## src/design/ex_pkg.sv

```systemverilog
// ----------------------------------------------------------
// Shared definitions for the fixed-latency execute stage
// Data, scoreboard ID and CSR address widths
// Operator encoding and the packed structs passed between
// the issue port, the units and the write-back port
// ----------------------------------------------------------
`default_nettype none

package ex_pkg;

    localparam int unsigned XLEN          = 32;
    localparam int unsigned TRANS_ID_BITS = 3;
    localparam int unsigned CSR_ADDR_BITS = 12;

    // Operators understood by the fixed-latency units
    typedef enum logic [4:0] {
        ADD, SUB, AND, OR, XOR, SLL, SRL, SRA, SLT, SLTU,
        // Conditional branch compares
        EQ, NE, LTS, GES, LTU, GEU,
        JALR,
        CSR_ACCESS,
        MUL, MULH, MULHU, MULHSU
    } fu_op_e;

    // Issue payload
    typedef struct packed {
        fu_op_e                   operator;
        logic [XLEN-1:0]          operand_a;
        logic [XLEN-1:0]          operand_b;
        logic [XLEN-1:0]          imm;
        logic [TRANS_ID_BITS-1:0] trans_id;
    } fu_data_t;

    // Prediction from the front end
    typedef struct packed {
        logic            taken;
        logic [XLEN-1:0] predict_address;
    } branch_predict_t;

    // Branch resolution back to the front end
    typedef struct packed {
        logic            valid;
        logic [XLEN-1:0] pc;
        logic [XLEN-1:0] target_address;
        logic            is_taken;
        logic            is_mispredict;
    } bp_resolve_t;

    // Write-back into the scoreboard
    typedef struct packed {
        logic                     valid;
        logic [TRANS_ID_BITS-1:0] trans_id;
        logic [XLEN-1:0]          result;
    } flu_wb_t;

    // One issue bit per unit
    typedef struct packed {
        logic alu;
        logic branch;
        logic csr;
        logic mult;
    } unit_sel_t;

endpackage

`default_nettype wire

```

## src/design/alu.sv

```systemverilog
// ----------------------------------------------------------
// Integer ALU, purely combinational
// Ten arithmetic, logic, shift and compare operations
// Branch comparison outcome for the branch unit
// ----------------------------------------------------------
`timescale 1ns/10ps
`default_nettype none

module alu (
    input  ex_pkg::fu_data_t          fu_data_i,
    output logic [ex_pkg::XLEN-1:0]   result_o,
    output logic                      branch_res_o
);
    import ex_pkg::*;

    logic [XLEN-1:0] op_a;
    logic [XLEN-1:0] op_b;
    logic [4:0]      shamt;
    logic            lt_s;
    logic            lt_u;

    assign op_a  = fu_data_i.operand_a;
    assign op_b  = fu_data_i.operand_b;
    // Only the low five bits count for a 32 bit shift
    assign shamt = op_b[4:0];

    // Shared comparators for SLT(U) and the branch compares
    assign lt_s = $signed(op_a) < $signed(op_b);
    assign lt_u = op_a < op_b;

    // ------------------------------------------------------
    // Result
    // ------------------------------------------------------
    always_comb begin
        case (fu_data_i.operator)
            ADD:     result_o = op_a + op_b;
            SUB:     result_o = op_a - op_b;
            AND:     result_o = op_a & op_b;
            OR:      result_o = op_a | op_b;
            XOR:     result_o = op_a ^ op_b;
            SLL:     result_o = op_a << shamt;
            SRL:     result_o = op_a >> shamt;
            SRA:     result_o = $unsigned($signed(op_a) >>> shamt);
            SLT:     result_o = {{(XLEN-1){1'b0}}, lt_s};
            SLTU:    result_o = {{(XLEN-1){1'b0}}, lt_u};
            default: result_o = '0;
        endcase
    end

    // ------------------------------------------------------
    // Branch comparison
    // ------------------------------------------------------
    always_comb begin
        case (fu_data_i.operator)
            EQ:      branch_res_o = (op_a == op_b);
            NE:      branch_res_o = (op_a != op_b);
            LTS:     branch_res_o = lt_s;
            GES:     branch_res_o = ~lt_s;
            LTU:     branch_res_o = lt_u;
            GEU:     branch_res_o = ~lt_u;
            // Jumps are always taken
            JALR:    branch_res_o = 1'b1;
            default: branch_res_o = 1'b0;
        endcase
    end

endmodule

`default_nettype wire

```

## src/design/branch_unit.sv

```systemverilog
// ----------------------------------------------------------
// Branch unit, purely combinational
// Jump and branch target, link value (next sequential pc)
// Misprediction check against the front-end prediction
// ----------------------------------------------------------
`timescale 1ns/10ps
`default_nettype none

module branch_unit (
    input  ex_pkg::fu_data_t          fu_data_i,
    input  logic [ex_pkg::XLEN-1:0]   pc_i,
    input  logic                      is_compressed_i,
    input  logic                      branch_valid_i,
    input  logic                      other_valid_i,
    input  logic                      branch_comp_res_i,
    input  ex_pkg::branch_predict_t   branch_predict_i,
    output logic [ex_pkg::XLEN-1:0]   branch_result_o,
    output ex_pkg::bp_resolve_t       resolved_branch_o
);
    import ex_pkg::*;

    logic            is_jalr;
    logic [XLEN-1:0] next_pc;
    logic [XLEN-1:0] jalr_sum;
    logic [XLEN-1:0] jump_target;

    assign is_jalr  = (fu_data_i.operator == JALR);
    assign next_pc  = pc_i + (is_compressed_i ? XLEN'(2) : XLEN'(4));
    assign jalr_sum = fu_data_i.operand_a + fu_data_i.imm;

    // JALR is register relative with bit 0 cleared, branches are pc relative
    assign jump_target = is_jalr ? {jalr_sum[XLEN-1:1], 1'b0} : pc_i + fu_data_i.imm;

    // Link value for JALR
    assign branch_result_o = next_pc;

    always_comb begin
        resolved_branch_o       = '0;
        resolved_branch_o.valid = branch_valid_i | other_valid_i;
        resolved_branch_o.pc    = pc_i;

        if (branch_valid_i) begin
            resolved_branch_o.is_taken       = branch_comp_res_i;
            resolved_branch_o.target_address = branch_comp_res_i ? jump_target : next_pc;
            resolved_branch_o.is_mispredict  =
                (branch_comp_res_i != branch_predict_i.taken) ||
                (branch_comp_res_i && (jump_target != branch_predict_i.predict_address));
        end else if (other_valid_i && branch_predict_i.taken) begin
            // Front end jumped on something that is not a branch,
            // so redirect to the instruction that follows it
            resolved_branch_o.target_address = next_pc;
            resolved_branch_o.is_mispredict  = 1'b1;
        end
    end

endmodule

`default_nettype wire

```

## src/design/csr_buffer.sv

```systemverilog
// ----------------------------------------------------------
// Single-entry CSR buffer
// Holds the CSR address until the instruction commits
// Blocks further issue while full
// ----------------------------------------------------------
`timescale 1ns/10ps
`default_nettype none

module csr_buffer (
    input  logic                              clk_i,
    input  logic                              rst_ni,
    input  logic                              flush_i,
    input  ex_pkg::fu_data_t                  fu_data_i,
    input  logic                              csr_valid_i,
    input  logic                              csr_commit_i,
    output logic                              csr_ready_o,
    output logic [ex_pkg::XLEN-1:0]           csr_result_o,
    output logic [ex_pkg::CSR_ADDR_BITS-1:0]  csr_addr_o
);
    import ex_pkg::*;

    logic                     full_q;
    logic [CSR_ADDR_BITS-1:0] addr_q;

    // Write data goes straight through to the scoreboard
    assign csr_result_o = fu_data_i.operand_a;
    assign csr_ready_o  = ~full_q;
    assign csr_addr_o   = addr_q;

    // Occupancy
    always_ff @(posedge clk_i or negedge rst_ni) begin
        if (!rst_ni) begin
            full_q <= 1'b0;
        end else if (csr_commit_i || flush_i) begin
            full_q <= 1'b0;
        end else if (csr_valid_i) begin
            full_q <= 1'b1;
        end
    end

    // Address sits in the low bits of operand b
    always_ff @(posedge clk_i) begin
        if (csr_valid_i) begin
            addr_q <= fu_data_i.operand_b[CSR_ADDR_BITS-1:0];
        end
    end

endmodule

`default_nettype wire

```

## src/design/mult.sv

```systemverilog
// ----------------------------------------------------------
// One-cycle pipelined multiplier
// Signed, unsigned and mixed products, low or high half
// Carries the scoreboard ID alongside the result
// ----------------------------------------------------------
`timescale 1ns/10ps
`default_nettype none

module mult (
    input  logic              clk_i,
    input  logic              rst_ni,
    input  logic              flush_i,
    input  logic              mult_valid_i,
    input  ex_pkg::fu_data_t  fu_data_i,
    output ex_pkg::flu_wb_t   mult_wb_o
);
    import ex_pkg::*;

    logic                     sign_a;
    logic                     sign_b;
    logic [2*XLEN-1:0]        a_ext;
    logic [2*XLEN-1:0]        b_ext;
    logic [2*XLEN-1:0]        product;
    logic [XLEN-1:0]          result_d;
    logic                     valid_q;
    logic [TRANS_ID_BITS-1:0] trans_id_q;
    logic [XLEN-1:0]          result_q;

    // Operand signedness per operator
    always_comb begin
        case (fu_data_i.operator)
            MULH: begin
                sign_a = 1'b1;
                sign_b = 1'b1;
            end
            MULHSU: begin
                sign_a = 1'b1;
                sign_b = 1'b0;
            end
            default: begin
                sign_a = 1'b0;
                sign_b = 1'b0;
            end
        endcase
    end

    // Extend to 64 bits so a plain modulo product gives the full result
    assign a_ext   = {{XLEN{sign_a & fu_data_i.operand_a[XLEN-1]}}, fu_data_i.operand_a};
    assign b_ext   = {{XLEN{sign_b & fu_data_i.operand_b[XLEN-1]}}, fu_data_i.operand_b};
    assign product = a_ext * b_ext;

    assign result_d = (fu_data_i.operator == MUL) ? product[XLEN-1:0]
                                                  : product[2*XLEN-1:XLEN];

    // ------------------------------------------------------
    // Pipeline register
    // ------------------------------------------------------
    always_ff @(posedge clk_i or negedge rst_ni) begin
        if (!rst_ni) begin
            valid_q <= 1'b0;
        end else begin
            valid_q <= mult_valid_i & ~flush_i;
        end
    end

    always_ff @(posedge clk_i) begin
        trans_id_q <= fu_data_i.trans_id;
        result_q   <= result_d;
    end

    // A flush kills the product about to be written back
    assign mult_wb_o.valid    = valid_q & ~flush_i;
    assign mult_wb_o.trans_id = trans_id_q;
    assign mult_wb_o.result   = result_q;

endmodule

`default_nettype wire

```

## src/design/ex_stage.sv

```systemverilog
// ----------------------------------------------------------
// Fixed-latency execute stage
// ALU, branch unit, CSR buffer and multiplier behind one
// issue port, sharing one write-back port to the scoreboard
// Operand silencing, write-back mux and issue ready
// ----------------------------------------------------------
`timescale 1ns/10ps
`default_nettype none

module ex_stage (
    input  logic                              clk_i,
    input  logic                              rst_ni,
    input  logic                              flush_i,
    input  ex_pkg::fu_data_t                  fu_data_i,
    input  ex_pkg::unit_sel_t                 issue_i,
    input  logic [ex_pkg::XLEN-1:0]           pc_i,
    input  logic                              is_compressed_i,
    input  ex_pkg::branch_predict_t           branch_predict_i,
    input  logic                              csr_commit_i,
    output ex_pkg::flu_wb_t                   flu_wb_o,
    output logic                              flu_ready_o,
    output ex_pkg::bp_resolve_t               resolved_branch_o,
    output logic [ex_pkg::CSR_ADDR_BITS-1:0]  csr_addr_o
);
    import ex_pkg::*;

    fu_data_t        alu_data;
    fu_data_t        mult_data;
    logic [XLEN-1:0] alu_result;
    logic            alu_branch_res;
    logic [XLEN-1:0] branch_result;
    logic [XLEN-1:0] csr_result;
    logic            csr_ready;
    flu_wb_t         mult_wb;
    logic            other_valid;

    // ------------------------------------------------------
    // Input silencing
    // ------------------------------------------------------
    // ALU also does the compare for the branch unit
    assign alu_data  = (issue_i.alu | issue_i.branch) ? fu_data_i : '0;
    assign mult_data = issue_i.mult ? fu_data_i : '0;

    // Any non-branch issue, checked against a taken prediction
    assign other_valid = issue_i.alu | issue_i.csr | issue_i.mult;

    // ------------------------------------------------------
    // Units
    // ------------------------------------------------------
    alu i_alu (
        .fu_data_i    (alu_data),
        .result_o     (alu_result),
        .branch_res_o (alu_branch_res)
    );

    // Unsilenced, the target path is already long
    branch_unit i_branch_unit (
        .fu_data_i         (fu_data_i),
        .pc_i              (pc_i),
        .is_compressed_i   (is_compressed_i),
        .branch_valid_i    (issue_i.branch),
        .other_valid_i     (other_valid),
        .branch_comp_res_i (alu_branch_res),
        .branch_predict_i  (branch_predict_i),
        .branch_result_o   (branch_result),
        .resolved_branch_o (resolved_branch_o)
    );

    csr_buffer i_csr_buffer (
        .clk_i        (clk_i),
        .rst_ni       (rst_ni),
        .flush_i      (flush_i),
        .fu_data_i    (fu_data_i),
        .csr_valid_i  (issue_i.csr),
        .csr_commit_i (csr_commit_i),
        .csr_ready_o  (csr_ready),
        .csr_result_o (csr_result),
        .csr_addr_o   (csr_addr_o)
    );

    mult i_mult (
        .clk_i        (clk_i),
        .rst_ni       (rst_ni),
        .flush_i      (flush_i),
        .mult_valid_i (issue_i.mult),
        .fu_data_i    (mult_data),
        .mult_wb_o    (mult_wb)
    );

    // ------------------------------------------------------
    // Write-back mux
    // ------------------------------------------------------
    // No arbitration, the issuer keeps sources apart
    always_comb begin
        flu_wb_o.valid    = issue_i.alu | issue_i.branch | issue_i.csr | mult_wb.valid;
        flu_wb_o.trans_id = fu_data_i.trans_id;
        // Link value when nothing else is selected
        flu_wb_o.result   = branch_result;
        if (issue_i.alu) begin
            flu_wb_o.result = alu_result;
        end else if (issue_i.csr) begin
            flu_wb_o.result = csr_result;
        end else if (mult_wb.valid) begin
            flu_wb_o.result   = mult_wb.result;
            flu_wb_o.trans_id = mult_wb.trans_id;
        end
    end

    // Multiplier never stalls, only the CSR buffer does
    assign flu_ready_o = csr_ready;

endmodule

`default_nettype wire

```

## config.mk

```make
export PLATFORM = sky130hd
export DESIGN_NAME = ex_stage
export DESIGN_NICKNAME = d
export VERILOG_FILES = /design/src/design/ex_pkg.sv /design/src/design/alu.sv /design/src/design/branch_unit.sv /design/src/design/csr_buffer.sv /design/src/design/mult.sv /design/src/design/ex_stage.sv
export SDC_FILE = /design/constraint.sdc
export NUM_CORES = 2
export LEC_CHECK = 0
export BUFFER_PORTS_ARGS = -buffer_cell sky130_fd_sc_hd__buf_2
export CAP_MARGIN = 20
export CORE_UTILIZATION = 48
export CTS_BUF_LIST = sky130_fd_sc_hd__clkbuf_2 sky130_fd_sc_hd__clkbuf_4 sky130_fd_sc_hd__clkbuf_8
export DETAILED_ROUTE_END_ITERATION = 12
export PLACE_DENSITY = 0.68
export REMOVE_ABC_BUFFERS = 1
export SYNTH_ARGS = -nofsm -noshare
export SYNTH_HDL_FRONTEND = slang
export SYNTH_HIERARCHICAL = 1
export SYNTH_SLANG_ARGS = --single-unit
```

## constraint.sdc

```tcl
create_clock -name clk_i -period 23.8 [get_ports clk_i]
set_input_delay 4.76 -clock clk_i [delete_from_list [all_inputs] [get_ports clk_i]]
set_output_delay 4.76 -clock clk_i [all_outputs]
set_load 0.01 [all_outputs]
```

# Yosys cells after proc, flatten, opt, wreduce, memory -nomap -nowiden
# Cells that the tools add are included.
classes:
  add_sub_neg: 5
  mul: 1
  div_mod_pow: 0
  order_cmp: 2
  n_eq_ne: 24
  shift: 3
  muxes: 22
  bitwise_logic: 17
  n_reduce_logical: 7
op_table:
  columns: ["op", "count"]
  rows:
  - ["$pmux 32 s10", 1]
  - ["$mux 32", 7]
  - ["$mux 104", 2]
  - ["$add 32x32->32", 4]
  - ["$lt 32x32->1", 2]
  - ["$mul 33x33->64", 1]
  - ["$ne 32x32->1", 2]
  - ["$eq 5x4->1 const B", 8]
  - ["$mux 35", 1]
  - ["$and 32x32->32", 1]
  - ["$eq 32x32->1", 1]
  - ["$or 32x32->32", 1]
  - ["$shl 32x5->32", 1]
  - ["$shr 32x5->32", 1]
  - ["$sshr 32x5->32", 1]
  - ["$sub 32x32->32", 1]
  - ["$xor 32x32->32", 1]
  - ["$eq 5x5->1 const B", 5]
  - ["$eq 5x3->1 const B", 4]
  - ["$eq 5x2->1 const B", 2]
  - ["$mux 3", 3]
  - ["$mux 1", 7]
  - ["$pmux 1 s7", 1]
  - ["$or 1x1->1", 6]
  - ["other kinds (9)", 17]
totals:
  reg_bits: 49
  latch_bits: 0
  ramBits: 0
  rom_bits: 0
  inputBits: 178
  output_inout_bits: 116
  elab_cells: 86
  mem_count: 0

# Depth between registers and ports, before layout
logic_depth:
  word_depth: 8
  depth_mapped: 34
  mapped_depth_nobuf: 30

# Modules after synthesis
# The synthesis kept the hierarchy.
by_module_without_submodules:
  columns: ["module", "instances", "cells_per_inst", "area_per_inst_um2", "seq_area_each_um2"]
  rows:
  - ["mult", 1, 4370, 39163.8, 725.7]
  - ["alu", 1, 1314, 8396.8, 0.0]
  - ["branch_unit", 1, 895, 6044.5, 0.0]
  - ["ex_stage", 1, 384, 2617.5, 0.0]
  - ["csr_buffer", 1, 48, 643.1, 385.4]

# Least setup slack after synthesis
# Ideal clock, no wire load.
synth_timing:
  path_kind: "input-to-output"
  start: "input issue_i[3] in the netlist's numbering"
  end: "output resolved_branch_o[0] in the netlist's numbering"
  arrival_time_ns: 10.093
  t_required_ns: 19.040
  slack_ns: 8.947
  cell_stages: 28
  path_buffers: 4
  cell_sequence: "nor2_4 -> clkbuf_1 -> nor2b_1 -> inv_2 -> buf_1 -> clkbuf_1 -> buf_1 -> ha_1 -> nand2b_1 -> a21bo_2 -> a311o_1 -> a31oi_4 -> a21bo_1 -> a311o_2 -> a21oi_1 -> a21oi_1 -> mux2_2 -> nand2_1 -> clkinv_1 -> nand2_1 -> a21oi_1 -> nand4_1 -> a2111oi_0 -> o2111ai_1 -> nor4_1 -> nand4_1 -> nor4_1 -> nor2_1"
synth_lines:
  columns: ["item", "line_no", "text"]
  rows:
  - ["start: declaration", "ex_stage.sv:15", "input ex_pkg::unit_sel_t issue_i,"]
  - ["end: declaration", "ex_stage.sv:22", "output ex_pkg::bp_resolve_t resolved_branch_o,"]

==> results.rst <==
.. list-table::
   :header-rows: 1

   * - Metric
     - Value
   * - Result of the run
     - complete, no violations
   * - Total Routed Length
     - 210000 µm
   * - Combinational group share of total power
     - 0.941
   * - Switching Share
     - 0.658
   * - Int Pwr
     - 1.29 mW
   * - Number of warnings reported in the yosys synthesis log
     - 6
   * - Initial core utilization
     - 0.485
   * - CP dominant cell by count
     - sky130_fd_sc_hd__buf_4
   * - Max Clk Rate
     - 55.4 MHz
   * - Detailed-route vias per instance
     - 5.89
   * - Clock-pin slew reported for the worst setup and hold paths after clock tree synthesis
     - 110 ps
   * - TritonCTS clock tree
     - yes
   * - Endpoint kind of the worst setup timing path
     - primary output
   * - Crit Path Max Fanout
     - 51
   * - Total Routing Usage GR
     - 0.356
   * - Die area
     - 119000 µm²
   * - Worst hold margin
     - 596 ps
   * - Clock root cell
     - sky130_fd_sc_hd__clkbuf_8
   * - Number of max-cap violations
     - 0
   * - Mean area per synthesized cell
     - 8.13 µm²
   * - H-tree depth
     - 2
   * - Final Max Slew Viols
     - 0
   * - Worst setup SP type
     - input port
   * - Slew headroom
     - 0.250
   * - Worst vdd ir
     - 0.182 mV
   * - Worst-margin pin slew
     - 1110 ps
   * - Area added between synthesis and finish
     - 4.07%
   * - Overall via count from detail_route
     - 49600
   * - Total clock buffers created by CTS
     - 5
   * - Post-CTS repair timing setup buffer count
     - 0
   * - Power dissipated by switching net loads
     - 2.49 mW
   * - Grt total ovfl
     - 0
   * - Average wire length per cell after detail routing
     - 24.9 µm
   * - Total power after layout
     - 3.78 mW
   * - Number of buffer and inverter stages on the critical path
     - 9
   * - Proportion of layout cells with a drive suffix above 1
     - 0.0798
   * - Clk buf depth
     - 2
   * - Final weighted congestion of routability-driven global placement
     - 1.01
   * - Hold violation count in the final report
     - 0
   * - Gate family responsible for the most delay along the worst path
     - compound AO/OA/AOI/OAI gates
   * - Part of the power in registers
     - 0.040
   * - Pin count of the biggest net entering global routing
     - 63
   * - Synth Cell Area
     - 56400 µm²
   * - Setup-failing EPs final
     - 0
   * - Floorplan row count
     - 125
   * - Number of nets at the end of the flow
     - 8562
   * - Final worst-path cycle share
     - 0.759
   * - First-pass GRT wire length
     - 316000 µm
   * - Data arrival time of the critical path
     - 13300 ps
   * - Classification of the worst-slack hold path
     - flop to flop
   * - Leakage power
     - 27.7 nW
   * - Post-layout minimum cycle time
     - 18060 ps
   * - TNS Setup
     - 0 ps
   * - Width of the chip
     - 345 µm
   * - Worst skew pair latency
     - 390 ps
   * - RSZ-0062 raised after global routing
     - no
   * - # IOs
     - 294
   * - Number of I/O port buffers
     - 293
   * - Power per cell area
     - 64.4 nW/µm²
   * - Initial DRT Pass Iterations
     - 8
   * - Largest stage delay on the critical path
     - 670 ps
   * - Iteration-0 DRC count of the detailed router
     - 4787
   * - Vias in the first global route
     - 50000
   * - Area of the core region
     - 116000 µm²
   * - Number of antenna-violating nets in the routed design
     - 0
   * - Critical path data required time
     - 19040 ps
   * - # hold bufs at CTS
     - 0
   * - # DRC
     - 0
   * - Part of the power in the clock network
     - 0.019
   * - Critical-path top delay cell
     - sky130_fd_sc_hd__nor2_4
   * - Gates resized, CTS repair
     - 0
   * - Instance count of the mapped netlist
     - 6938
   * - Hpwl dp
     - 171000 µm
   * - Number of antenna violations at the first check in global routing
     - 16
   * - Clock net sink count
     - 49
   * - Skew final
     - 0 ps
   * - Height of the chip
     - 345 µm
   * - Start-to-end type of the worst setup path
     - input port to primary output
## tightest hold or removal path, stage by stage, from the launching register on
cell and delay (ps):
sky130_fd_sc_hd__dfrtp_1 380, sky130_fd_sc_hd__nor2_1 60, sky130_fd_sc_hd__nor3_2 110
## metrics by stage
stage          worst slack (ps)  cells   util  instance area (µm²)
6_report                   5740   8411  0.505                58700
5_1_grt                    5550   8408  0.505                58700
4_1_cts                    6050   8406  0.505                58700
3_5_place_dp               6070   8398  0.504                58600
3_3_place_gp               6400   8396  0.503                58600
2_1_floorplan              4550   6465      -                54300
## registers in the layout, summed over array words and instances (netlist names)
register                 cells
i_mult/result_q             32
i_csr_buffer/full_q          1
i_mult/trans_id_q            3
i_mult/valid_q               1
i_csr_buffer/csr_addr_o     12
## layout by cell type, fill, tap and decap left out, drive strengths merged, types with 29 or more instances in the layout
cell and instances:
nor3 60, xor2 61, o211ai 52, nand2 996
fa 1130, a211oi 77, ha 373, buf 409
nor3b 40, xnor2 134, nand4 44, and3 40
o21ai 211, o21bai 29, mux2i 107, dfxtp 35
a21o 64, inv 1327, o22ai 34, nand3 57
a21oi 300, mux2 32, and2 398, a31oi 30
nor2b 121, nor2 310
## per-layer routing
metal,vias up,global-route usage,share of wire
met2,2178,0.567,0.46
met3,330,0.0497,0.079
met1,25500,0.501,0.43
li1,21500,-,-
met4,0,0.111,0.036
met5,-,0,0
## worst paths after layout
path                                     start                   end  slack, ps  cells past startpoint
setup / recovery                    issue_i[3]  resolved_branch_o[0]       5740                     31
hold / removal             i_csr_buffer/full_q   i_csr_buffer/full_q        600                      2
setup reg to reg           i_csr_buffer/full_q   i_csr_buffer/full_q      23110                      2
hold reg to reg            i_csr_buffer/full_q   i_csr_buffer/full_q        600                      2
max in group asynchronous               rst_ni        i_mult/valid_q      19560                      1
min in group asynchronous               rst_ni   i_csr_buffer/full_q       4140                      1
## power groups by stage
stage | logic, mW | clock network (mW) | registers, mW
2_1_floorplan | 2.12 | 0 | 0.137
3_3_place_gp | 3.43 | 0 | 0.155
3_5_place_dp | 3.45 | 0 | 0.154
4_1_cts | 3.47 | 0.0743 | 0.152
5_1_grt | 3.83 | 0.0758 | 0.152
6_report | 3.55 | 0.0716 | 0.153
## cell type report
type | count | area (µm²)
Clock inverter | 3 | 26.3
Tap cell | 1524 | 1910
Timing Repair Buffer | 409 | 2350
Clock buffer | 5 | 68.8
Fill cell | 11400 | 57600
Inverter | 1328 | 4980
Antenna cell | 5 | 12.5
Multi-Input combinational cell | 5088 | 48300
Sequential cell | 49 | 1110
Note: power is estimated with default switching activity, not from simulation.
